$ cat config.mk
export PLATFORM = sky130hd
export DESIGN_NAME = boot_rom
export DESIGN_NICKNAME = d
export VERILOG_FILES = /design/src/source/harness_pkg.sv /design/src/source/boot_rom.sv
export VERILOG_INCLUDE_DIRS = /design/src /design/src/source
export SDC_FILE = /design/constraint.sdc
export NUM_CORES = 1
export LEC_CHECK = 0
export BUFFER_PORTS_ARGS = -buffer_cell sky130_fd_sc_hd__buf_2
export CAP_MARGIN = 20
export CORE_MARGIN = 10
export CORE_UTILIZATION = 52
export CTS_CLUSTER_SIZE = 8
export DETAILED_ROUTE_END_ITERATION = 12
export GPL_TIMING_DRIVEN = 0
export MAX_ROUTING_LAYER = met4
export PLACE_DENSITY = 0.88
export SLEW_MARGIN = 10
export SYNTH_ARGS = -nofsm -noshare
export SYNTH_HDL_FRONTEND = slang
export SYNTH_SLANG_ARGS = --single-unit
$ cat constraint.sdc
create_clock -name clk_i -period 3.55 [get_ports clk_i]
set_input_delay 0.71 -clock clk_i [delete_from_list [all_inputs] [get_ports clk_i]]
set_output_delay 0.71 -clock clk_i [all_outputs]
set_load 0.01 [all_outputs]
$ cat src/source/harness_config.svh
// --------------------
// Build constants for the simulation harness
// Included by the package, every RTL file and the testbench
// --------------------

`ifndef HARNESS_CONFIG_SVH
`define HARNESS_CONFIG_SVH

// Bus widths
`define HARNESS_ADDR_W      16
`define HARNESS_DATA_W      32
`define HARNESS_BE_W        4
`define HARNESS_REGION_W    4
`define HARNESS_INDEX_W     10
`define HARNESS_BYTE_W      2

// Region codes in the top address field
`define HARNESS_REGION_ROM  4'h0
`define HARNESS_REGION_SYS  4'h2
`define HARNESS_REGION_GPIO 4'h4
`define HARNESS_REGION_SRAM 4'h8

// Memory depths in words
`define HARNESS_ROM_WORDS   16
`define HARNESS_SRAM_WORDS  256

// Word offsets inside the SYS region
`define HARNESS_OFS_MSIP     0
`define HARNESS_OFS_MTIMECMP 1
`define HARNESS_OFS_MTIME    2
`define HARNESS_OFS_TOHOST   3

// Cycles after power-on reset with debug requests held off
`define HARNESS_DEBUG_HOLDOFF 500

`endif
$ cat src/source/harness_pkg.sv
// --------------------
// Shared types of the harness and the boot image
// Import inside a module body where the address or tohost views are needed
// --------------------

`include "harness_config.svh"

package harness_pkg;

  // Bus address as a flat word or as region/index/byte fields
  typedef union packed {
    logic [`HARNESS_ADDR_W-1:0] word;
    struct packed {
      logic [`HARNESS_REGION_W-1:0] region;
      logic [`HARNESS_INDEX_W-1:0]  index;
      logic [`HARNESS_BYTE_W-1:0]   offset;
    } f;
  } bus_addr_u;

  // End-of-test word, exit code above the done flag
  typedef union packed {
    logic [`HARNESS_DATA_W-1:0] raw;
    struct packed {
      logic [`HARNESS_DATA_W-2:0] code;
      logic                       done;
    } f;
  } tohost_u;

  // Boot image
  // Loads the hart id, jumps through a pointer, then parks in wfi
  localparam logic [`HARNESS_DATA_W-1:0] BOOT_IMAGE [`HARNESS_ROM_WORDS] = '{
    32'h0000_0297, 32'h0102_8593, 32'hf140_2573, 32'h0182_a283,
    32'h0002_8067, 32'h0000_0013, 32'h0000_0013, 32'h0000_0013,
    32'h1050_0073, 32'hffdf_f06f, 32'h0000_0000, 32'h0000_0000,
    32'h8000_0000, 32'h0000_0000, 32'hdead_beef, 32'h0bad_c0de
  };

endpackage

$ cat src/source/boot_rom.sv
// --------------------
// Boot ROM target holding the fixed boot image
// Reads return one image word, writes are refused with an error
// --------------------

`timescale 1ns/100ps
`include "harness_config.svh"

module boot_rom (
  input  logic                       clk_i,
  input  logic                       rst_ni,
  input  logic                       req_i,
  input  logic                       we_i,
  input  logic [`HARNESS_ADDR_W-1:0] addr_i,
  output logic                       ack_o,
  output logic [`HARNESS_DATA_W-1:0] rdata_o,
  output logic                       err_o
);

  import harness_pkg::*;

  localparam int unsigned rom_aw = $clog2(`HARNESS_ROM_WORDS);

  bus_addr_u         addr;
  logic [rom_aw-1:0] word_idx;

  assign addr.word = addr_i;
  // Image repeats across the region
  assign word_idx  = addr.f.index[rom_aw-1:0];

  always_ff @(posedge clk_i or negedge rst_ni) begin
    if (!rst_ni) begin
      ack_o <= 1'b0;
      err_o <= 1'b0;
    end else begin
      ack_o <= req_i;
      if (req_i && !ack_o) begin
        err_o <= we_i;
      end
    end
  end

  always_ff @(posedge clk_i) begin
    if (req_i && !ack_o) begin
      rdata_o <= we_i ? '0 : BOOT_IMAGE[word_idx];
    end
  end

endmodule

==> parameters.txt, run 1 <==
Parameter                              Value

Critical path
  Path type of the worst setup path ... reg -> out
  Highest cell delay on the worst timing path ... about 0.48 ns
  Largest fanout on the critical path ... 6
  Kind of capture point of the worst setup path ... output port
  Gate family responsible for the most delay along the worst path ... flip-flops
  Arrival time worst endpoint ... approximately 1.1 ns
  Crit-path slowest cell ... sky130_fd_sc_hd__edfxtp_1
  Crit path required time ... around 2.8 ns
  Cell-by-cell trace of the critical path ... buf_4, buf_2
  Critical Path Start Type ... register
  Combined buffer and inverter count along the critical path ... 2

Clock network
  Number of buffers inserted during clock tree synthesis ... 3
  Clock tree root driver cell ... sky130_fd_sc_hd__clkbuf_4
  CTS clock-pin slew for the worst setup and hold paths ... between 0.1 and 0.15 ns
  Count of hold-fix buffers inserted at cts ... 0
  Worst-Skew Late Latency ... about 0.34 ns
  TritonCTS clock tree ... done
  Max clock buf depth ... 2
  CTS sink cnt ... 28
  Total of cells resized after clock tree synthesis ... 0
  Maximum level of the CTS H-tree ... 1
  Post CTS Setup Buffer Count ... 0

Synthesis
  Cell variety after synth ... 30
  Cell Area, Synth ... 0.001483 mm^2
  Share of flip-flops with an asynchronous set or reset ... 0.07143
  Cell accounting for the most synthesized area ... sky130_fd_sc_hd__edfxtp_1
  Top post-synthesis cells by area ... sky130_fd_sc_hd__edfxtp_1 53%, sky130_fd_sc_hd__ha_1 8.4%, sky130_fd_sc_hd__a21oi_1 5.1%
  Number of warning messages in the yosys log ... 0
  Post-Synthesis Net Count ... around 160
  Top flip-flop cell by instance count after synthesis ... sky130_fd_sc_hd__edfxtp_1
  Fraction of synthesized cell area taken by the top area cell type ... 0.5266
  Synthesized netlist cell count ... 127
  Synthesized area per cell ... 11.67 um^2
  Count of flip-flops with a built-in enable after synthesis ... 26
  Number of storage elements in the synthesis netlist ... 28
  Sequential fraction of the synthesis area ... 0.5603

Power and ir drop
  Cell area power density ... ~360 mW/mm^2
  Reported leakage power ... approximately 0.00078 uW
  Power, Total ... roughly 650 uW
  Peak supply drop ... roughly 0.33 mV

Timing
  Clock Skew ... around 0.00098 ns
  Transition time at the pin with the least slew margin ... around 0.54 ns
  Fin Hold WS ... roughly 0.12 ns
  Final setup violation count ... 0
  Shortest period the worst path allows ... 1.828 ns
  Period utilisation layout ... 0.5149
  Unrepaired setup endpoints after global routing ... false
  Total count of max-transition violations in the final report ... 0
  Worst-case headroom to the max-slew limit ... 0.6389
  Hold Violations, Final ... 0
  Post-Route Setup TNS ... 0 ns
  Achievable Freq ... roughly 550 MHz
  Least setup slack across all paths after layout ... roughly 1.7 ns

GRT
  First-pass GRT wire length ... around 5300 um
  GRT met2 Usage ... 0.2225
  Total grt overflow ... 0
  Fraction of met3 tracks used by global routing ... 0.01615
  GRT met1 Usage ... 0.1344
  Antenna violations before repair ... 0
  Maximum number of pins on one net before global-route repair ... 19
  Vias in the first global route ... between 1000 and 1500
  Global-route usage over all layers ... 0.1257
  Most congested layer reported by global routing ... met2

Placed design
  Final HPWL DP ... 2569 um
  Input/output buffers ... 40
  Routability cong. ... about 0.9
  Instance area after placement ... 0.001739 mm^2
  Worst setup slack before clock tree synthesis ... about 1.5 ns

Layout
  Count of antenna diodes in the layout ... 0
  Most frequent standard cell in the layout excluding fill and tap cells ... sky130_fd_sc_hd__buf_2
  Most frequent cells in the layout ... 44 x sky130_fd_sc_hd__buf_2, 26 x sky130_fd_sc_hd__edfxtp_1, 15 x sky130_fd_sc_hd__a21oi_1, 13 x sky130_fd_sc_hd__nor2_1
  Register area ... a little over 800 um^2
  Area added between synthesis and finish ... 19.75%
  Number of nets in the layout ... between 200 and 250
  Summed area of non-filler cells in the final layout ... about 0.0018 mm^2
  Share of final-layout standard cells stronger than drive strength 1 ... 0.3779
  Area used by multi-input combinational logic ... between 500 and 600 um^2
  Filler Cell Count ... 198

Route
  Number of antenna-violating nets in the routed design ... 0
  Violation count after the first detailed-routing iteration ... around 90
  Number of vias per cell ... approximately 5.4
  Pre-antenna DRT Iters ... 4
  DRC Markers ... 0
  Routed wire length ... around 3400 um
  Routed length per placed instance ... about 17 um
  Vias after detailed routing ... 1106

Die
  Core Region ... ~0.0027 mm^2
  I/O pin total ... 54
  Die span in x ... ~73 um
  Die Outline Area ... roughly 0.0054 mm^2
  Row cnt ... 19
  Die Height ... about 73 um
  Initial Utilization ... 0.5423

Min path
  Min-Delay Path Class ... in -> async

Outcome
  Run status ... finished clean

Job
  Maximum capacitance violations ... 0
[metrics by stage]
stage,util,std cells
floorplan,-,127
global placement,0.6297,198
detailed placement,0.6362,199
CTS,0.6494,203
global route,0.6494,203
finish,0.6494,203
[layer usage]
layer,wire [um],up-vias,part of all wire
met5,0,-,0
met4,74,0,0.022
met3,277,7,0.082
met2,1753,56,0.52
met1,1260,516,0.37
li1,-,527,-
[synthesized netlist by cell type (3+ instances only)]
library cell and instances:
sky130_fd_sc_hd__buf_6 4, sky130_fd_sc_hd__ha_1 10, sky130_fd_sc_hd__nand2_1 10, sky130_fd_sc_hd__nand2b_1 4
sky130_fd_sc_hd__a21o_1 3, sky130_fd_sc_hd__edfxtp_1 26, sky130_fd_sc_hd__a211oi_1 5, sky130_fd_sc_hd__nor2_1 13
sky130_fd_sc_hd__buf_2 4, sky130_fd_sc_hd__buf_4 6, sky130_fd_sc_hd__inv_1 5, sky130_fd_sc_hd__a21oi_1 15
[final cells by class]
class,count,area share
Multi-Input combinational cell,80,0.2960
Inverter,5,0.01057
Sequential cell,28,0.4679
Tap cell,31,0.02185
Clock buffer,4,0.02044
Timing Repair Buffer,41,0.1212
Buffer,14,0.06202
[final timing paths]
check,startpoint,end,slack (ns),depth (start not counted)
worst max-delay path,rdata_o[27],rdata_o[19],1.72,2
worst min-delay path,rst_ni,ack_o,0.12,1
worst min register to register,err_o,err_o,0.53,1
max in group asynchronous,rst_ni,err_o,3.34,1
worst max register to register,ack_o,rdata_o[26],2.14,2
min in group clk_i,req_i,ack_o,0.48,1
[cells by family after synthesis]
kind of cell             after synthesis  synth area share
AND/OR/NAND/NOR                       39            0.1350
AO/OA/AOI/OAI                         29            0.1181
flip-flops                            28            0.5603
buffers and inverters                 19           0.08692
adder cells (fa/ha/maj)               10           0.08439
multiplexers                           2           0.01519
[report_power, final]
part / leakage [uW] / total (uW) / internal (uW) / switching [uW]
Combinational: 0.000478 / 109 / 44.3 / 64.5
Sequential: 0.000279 / 381 / 377 / 4.31
Clock: 0.0000210 / 156 / 63.0 / 93.2
Total: 0.000778 / 646 / 484 / 162
[flip-flops by register name, summed over array words and instances (netlist names)]
signal / flops
err_o: 1
rdata_o: 26
ack_o: 1
[worst reg2reg max path: cells and delay by family, from the launching register on]
family | cells | cell delay [ns]
flops | 1 | 0.43
buf+inv | 1 | 0.25
simple gates | 1 | 0.46
(Power assumes the default switching activity.)
==> run 2: changes to the inputs <==
--- a/config.mk
+++ b/config.mk
@@ -6,15 +6,16 @@
 export SDC_FILE = /design/constraint.sdc
 export NUM_CORES = 1
 export LEC_CHECK = 0
+export ABC_AREA = 1
 export BUFFER_PORTS_ARGS = -buffer_cell sky130_fd_sc_hd__buf_2
 export CAP_MARGIN = 20
 export CORE_MARGIN = 10
-export CORE_UTILIZATION = 52
+export CORE_UTILIZATION = 48
 export CTS_CLUSTER_SIZE = 8
 export DETAILED_ROUTE_END_ITERATION = 12
 export GPL_TIMING_DRIVEN = 0
 export MAX_ROUTING_LAYER = met4
-export PLACE_DENSITY = 0.88
+export PLACE_DENSITY = 0.84
 export SLEW_MARGIN = 10
 export SYNTH_ARGS = -nofsm -noshare
 export SYNTH_HDL_FRONTEND = slang
==> constraint.sdc (replaced) <==
create_clock -name clk_i -period 1.9 [get_ports clk_i]
set_input_delay 0.38 -clock clk_i [delete_from_list [all_inputs] [get_ports clk_i]]
set_output_delay 0.38 -clock clk_i [all_outputs]
set_load 0.01 [all_outputs]
==> run 2 against run 1 <==
  * Register-to-register slack worse by 2.0 ns
  * Die area is 0.94% higher
  * Highest routed layer unchanged
  * Largest power group unchanged
  * Clock skew is 0.0033 ns higher
  * Non-clock buffer count is 6 lower
  * Area after synthesis is 6.5% lower
  * Total power is 74% higher
==> parameters.txt, run 2 <==
Parameter                              Value

Synthesis
  Top post-synthesis cells by area ... sky130_fd_sc_hd__edfxtp_1 56%, sky130_fd_sc_hd__ha_1 9.0%, sky130_fd_sc_hd__nand2_1 7.6% (was sky130_fd_sc_hd__edfxtp_1 53%, sky130_fd_sc_hd__ha_1 8.4%, sky130_fd_sc_hd__a21oi_1 5.1%)
  Post-Synthesis Net Count ... 152 (was 157)
  Top post-synthesis cells by count ... 28 x sky130_fd_sc_hd__nand2_1, 26 x sky130_fd_sc_hd__edfxtp_1, 14 x sky130_fd_sc_hd__inv_1 (was 26 x sky130_fd_sc_hd__edfxtp_1, 15 x sky130_fd_sc_hd__a21oi_1, 13 x sky130_fd_sc_hd__nor2_1)
  Count of flip-flops with a built-in enable after synthesis ... 26 (unchanged)
  Share of flip-flops with an asynchronous set or reset ... 0.07143 (unchanged)
  Top flip-flop cell by instance count after synthesis ... sky130_fd_sc_hd__edfxtp_1 (unchanged)
  Synthesized netlist cell count ... 122 (was 127)
  Number of storage elements in the synthesis netlist ... 28 (unchanged)
  Sequential fraction of the synthesis area ... 0.5993 (was 0.5603)
  Cell variety after synth ... 20 (was 30)
  Dominant cell by count in the synthesized netlist ... sky130_fd_sc_hd__nand2_1 (was sky130_fd_sc_hd__edfxtp_1)
  Cell accounting for the most synthesized area ... sky130_fd_sc_hd__edfxtp_1 (unchanged)
  Number of warning messages in the yosys log ... 0 (unchanged)
  Cell Area, Synth ... 0.001386 mm^2 (was 0.001483 mm^2)
  Synthesized area per cell ... 11.36 um^2 (was 11.67 um^2)
  Fraction of synthesized cell area taken by the top area cell type ... 0.5632 (was 0.5266)

Critical path
  Largest fanout on the critical path ... 26 (was 6)
  Path type of the worst setup path ... reg -> reg (was reg -> out)
  Crit-path slowest cell ... sky130_fd_sc_hd__inv_1 (was sky130_fd_sc_hd__edfxtp_1)
  Crit path required time ... 1.87 ns (was 2.84 ns)
  Arrival time worst endpoint ... 1.71 ns (was 1.12 ns)
  Kind of capture point of the worst setup path ... register (was output port)
  CP Launch Point ... ack_o (was rdata_o[27])
  Source of the worst register-to-register timing path ... ack_o (unchanged)
  Highest cell delay on the worst timing path ... 0.67 ns (was 0.48 ns)
  Cell-by-cell trace of the critical path ... or2_2, inv_1 (was buf_4, buf_2)
  Critical Path Start Type ... register (unchanged)

Layout
  Registers with the most flip-flops ... rdata_o x26, ack_o x1, err_o x1 (unchanged)
  Share of the core filled with cells ... 0.6044 (was 0.6494)
  Register area ... 830.8 um^2 (unchanged)
  Most frequent standard cell in the layout excluding fill and tap cells ... sky130_fd_sc_hd__buf_2 (unchanged)
  Count of antenna diodes in the layout ... 0 (unchanged)
  Share of final-layout standard cells stronger than drive strength 1 ... 0.3869 (was 0.3779)
  Most frequent cells in the layout ... 41 x sky130_fd_sc_hd__buf_2, 28 x sky130_fd_sc_hd__nand2_1, 26 x sky130_fd_sc_hd__edfxtp_1, 14 x sky130_fd_sc_hd__inv_1, 10 x sky130_fd_sc_hd__ha_1 (was 44 x sky130_fd_sc_hd__buf_2, 26 x sky130_fd_sc_hd__edfxtp_1, 15 x sky130_fd_sc_hd__a21oi_1, 13 x sky130_fd_sc_hd__nor2_1)
  Filler Cell Count ... 220 (was 198)
  Max reg flops ... 26 (unchanged)
  Number of nets in the layout ... 199 (was 203)
  Area added between synthesis and finish ... 20.22% (was 19.75%)
  Register ranked first by flip-flop count ... rdata_o (unchanged)
  Area used by multi-input combinational logic ... 435.4 um^2 (was 525.5 um^2)

Clock network
  TritonCTS clock tree ... done (unchanged)
  Post CTS Setup Buffer Count ... 0 (unchanged)
  CTS clock-pin slew for the worst setup and hold paths ... 0.14 ns (about the same)
  Clock tree root driver cell ... sky130_fd_sc_hd__clkbuf_4 (unchanged)
  Maximum level of the CTS H-tree ... 1 (unchanged)
  Number of buffers inserted during clock tree synthesis ... 3 (unchanged)
  Worst-Skew Late Latency ... 0.32 ns (was 0.34 ns)
  Max clock buf depth ... 2 (unchanged)
  CTS sink cnt ... 28 (unchanged)

Power and ir drop
  Reported leakage power ... 0.0008399 uW (was 0.0007783 uW)
  Cell area power density ... 673.6 mW/mm^2 (was 364.0 mW/mm^2)
  Power, Total ... 1123 uW (was 646.3 uW)
  Peak supply drop ... 0.4722 mV (was 0.3300 mV)

Route
  Number of antenna-violating nets in the routed design ... 0 (unchanged)
  Number of vias per cell ... 4.794 (was 5.448)
  Violation count after the first detailed-routing iteration ... 51 (was 89)
  Routed length per placed instance ... 13.10 um (was 16.58 um)
  DRC Markers ... 0 (unchanged)
  Pre-antenna DRT Iters ... 4 (unchanged)
  Routed wire length ... 2606 um (was 3365 um)
  Vias after detailed routing ... 954 (was 1106)

Die
  Die Height ... 73.74 um (was 73.40 um)
  Row cnt ... 19 (unchanged)
  Die span in x ... 73.74 um (was 73.40 um)
  Die Outline Area ... 0.005438 mm^2 (was 0.005387 mm^2)
  Initial Utilization ... 0.5027 (was 0.5423)
  Core Region ... 0.002758 mm^2 (was 0.002734 mm^2)
  I/O pin total ... 54 (unchanged)

Timing
  Total count of max-transition violations in the final report ... 0 (unchanged)
  Final setup violation count ... 0 (unchanged)
  Shortest period the worst path allows ... between 1.5 and 2 ns
  Least setup slack across all paths after layout ... 0.1558 ns (was 1.722 ns)
  Period utilisation layout ... 0.9180
  Post-Route Setup TNS ... 0 ns (unchanged)
  Hold Violations, Final ... 0 (unchanged)
  Clock Skew ... 0.004249 ns (was 0.0009846 ns)
  Transition time at the pin with the least slew margin ... 0.9157 ns (was 0.5392 ns)
  Achievable Freq ... around 570 MHz
  Unrepaired setup endpoints after global routing ... false (unchanged)
  Worst-case headroom to the max-slew limit ... 0.3888 (was 0.6389)

GRT
  Global-route usage over all layers ... 0.09926 (was 0.1257)
  GRT met1 Usage ... 0.1109 (was 0.1344)
  Fraction of met3 tracks used by global routing ... 0.02826 (was 0.01615)
  Vias in the first global route ... 921 (was 1085)
  Maximum number of pins on one net before global-route repair ... 27 (was 19)
  Most congested layer reported by global routing ... met2 (unchanged)
  Antenna violations before repair ... 0 (unchanged)
  GRT met2 Usage ... 0.1581 (was 0.2225)
  First-pass GRT wire length ... 4209 um (was 5319 um)
  Total grt overflow ... 0 (unchanged)

Job
  Maximum capacitance violations ... 0 (unchanged)

Outcome
  Run status ... finished clean (unchanged)

Min path
  Min-Delay Path Class ... in -> reg (was in -> async)
  Source of the worst hold timing path ... req_i

Placed design
  Worst setup slack before clock tree synthesis ... 0.01265 ns (was 1.481 ns)
  Input/output buffers ... 41 (was 40)
  Final HPWL DP ... 2126 um (was 2569 um)
  Routability cong. ... 0.8611 (was 0.9115)
## run 2: cell types whose count changed after synthesis, moves of 3 or more
cell | previous run | this run
sky130_fd_sc_hd__o21ai_0 | 1 | 6
sky130_fd_sc_hd__nand3_1 | 1 | 5
sky130_fd_sc_hd__inv_2 | 0 | 3
sky130_fd_sc_hd__buf_2 | 4 | 0
sky130_fd_sc_hd__nor2_1 | 13 | 8
sky130_fd_sc_hd__a211oi_1 | 5 | 0
sky130_fd_sc_hd__buf_6 | 4 | 1
sky130_fd_sc_hd__a21o_1 | 3 | 0
sky130_fd_sc_hd__inv_1 | 5 | 14
sky130_fd_sc_hd__nand2_1 | 10 | 28
sky130_fd_sc_hd__a21oi_1 | 15 | 1
sky130_fd_sc_hd__nand2b_1 | 4 | 0
## run 2: cells by family after synthesis
| kind of cell | count (synthesis) | share of synthesized area |
|---|---|---|
| AOI/OAI and AO/OA | 10 | 0.04784 |
| and+or+nand+nor | 50 | 0.1760 |
| adders and majority gates | 10 | 0.09025 |
| buffers and inverters | 24 | 0.08664 |
| DFF | 28 | 0.5993 |
## run 2: cell type report
| type | count | area share |
|---|---|---|
| flip-flops and latches | 28 | 0.4985 |
| inverters | 17 | 0.03829 |
| repair buffers | 42 | 0.1291 |
| plain buffers | 7 | 0.03378 |
| clock buffers | 4 | 0.01577 |
| multi-input cells | 70 | 0.2613 |
| well taps | 31 | 0.02327 |
## run 2: stage by stage
stage / cell area [um^2] / std cells / hold WS (ns)
2_1_floorplan: 1386 / 122 / 0.08441
3_3_place_gp: 1630 / 194 / 0.1641
3_5_place_dp: 1630 / 194 / 0.1661
4_1_cts: 1667 / 199 / 0.1734
5_1_grt: 1667 / 199 / 0.1476
6_report: 1667 / 199 / 0.1668
## run 2: per-layer routing
layer  vias up  part of all wire
met5         -                 0
met1       422              0.40
met4         0             0.029
met2        38              0.48
li1        485                 -
met3         9             0.096
## run 2: critical path: cells and delay by family (launching register included)
kind	cells	cell delay (ns)
buffers and inverters	1	0.67
flip-flops	1	0.40
AND/OR/NAND/NOR	1	0.31
## run 2: timing repair
item                                   4_1_cts  5_1_grt
hold buffers                                 1        0
gates resized for setup                      0        0
endpoints found under the hold margin        2        0
## run 2: final timing paths
check	to	slack, ns	depth (start not counted)
max reg2reg	rdata_o[26]	0.16	2
max in group asynchronous	err_o	1.45	2
min in group asynchronous	ack_o	0.36	2
min	ack_o	0.17	1
min reg2reg	err_o	0.51	2
max	rdata_o[26]	0.16	2
## run 2: report_power, final
part           switching, uW  internal [uW]  total, uW
Clock                    166           82.3        248
Combinational            103           59.8        163
Sequential              7.26            705        712
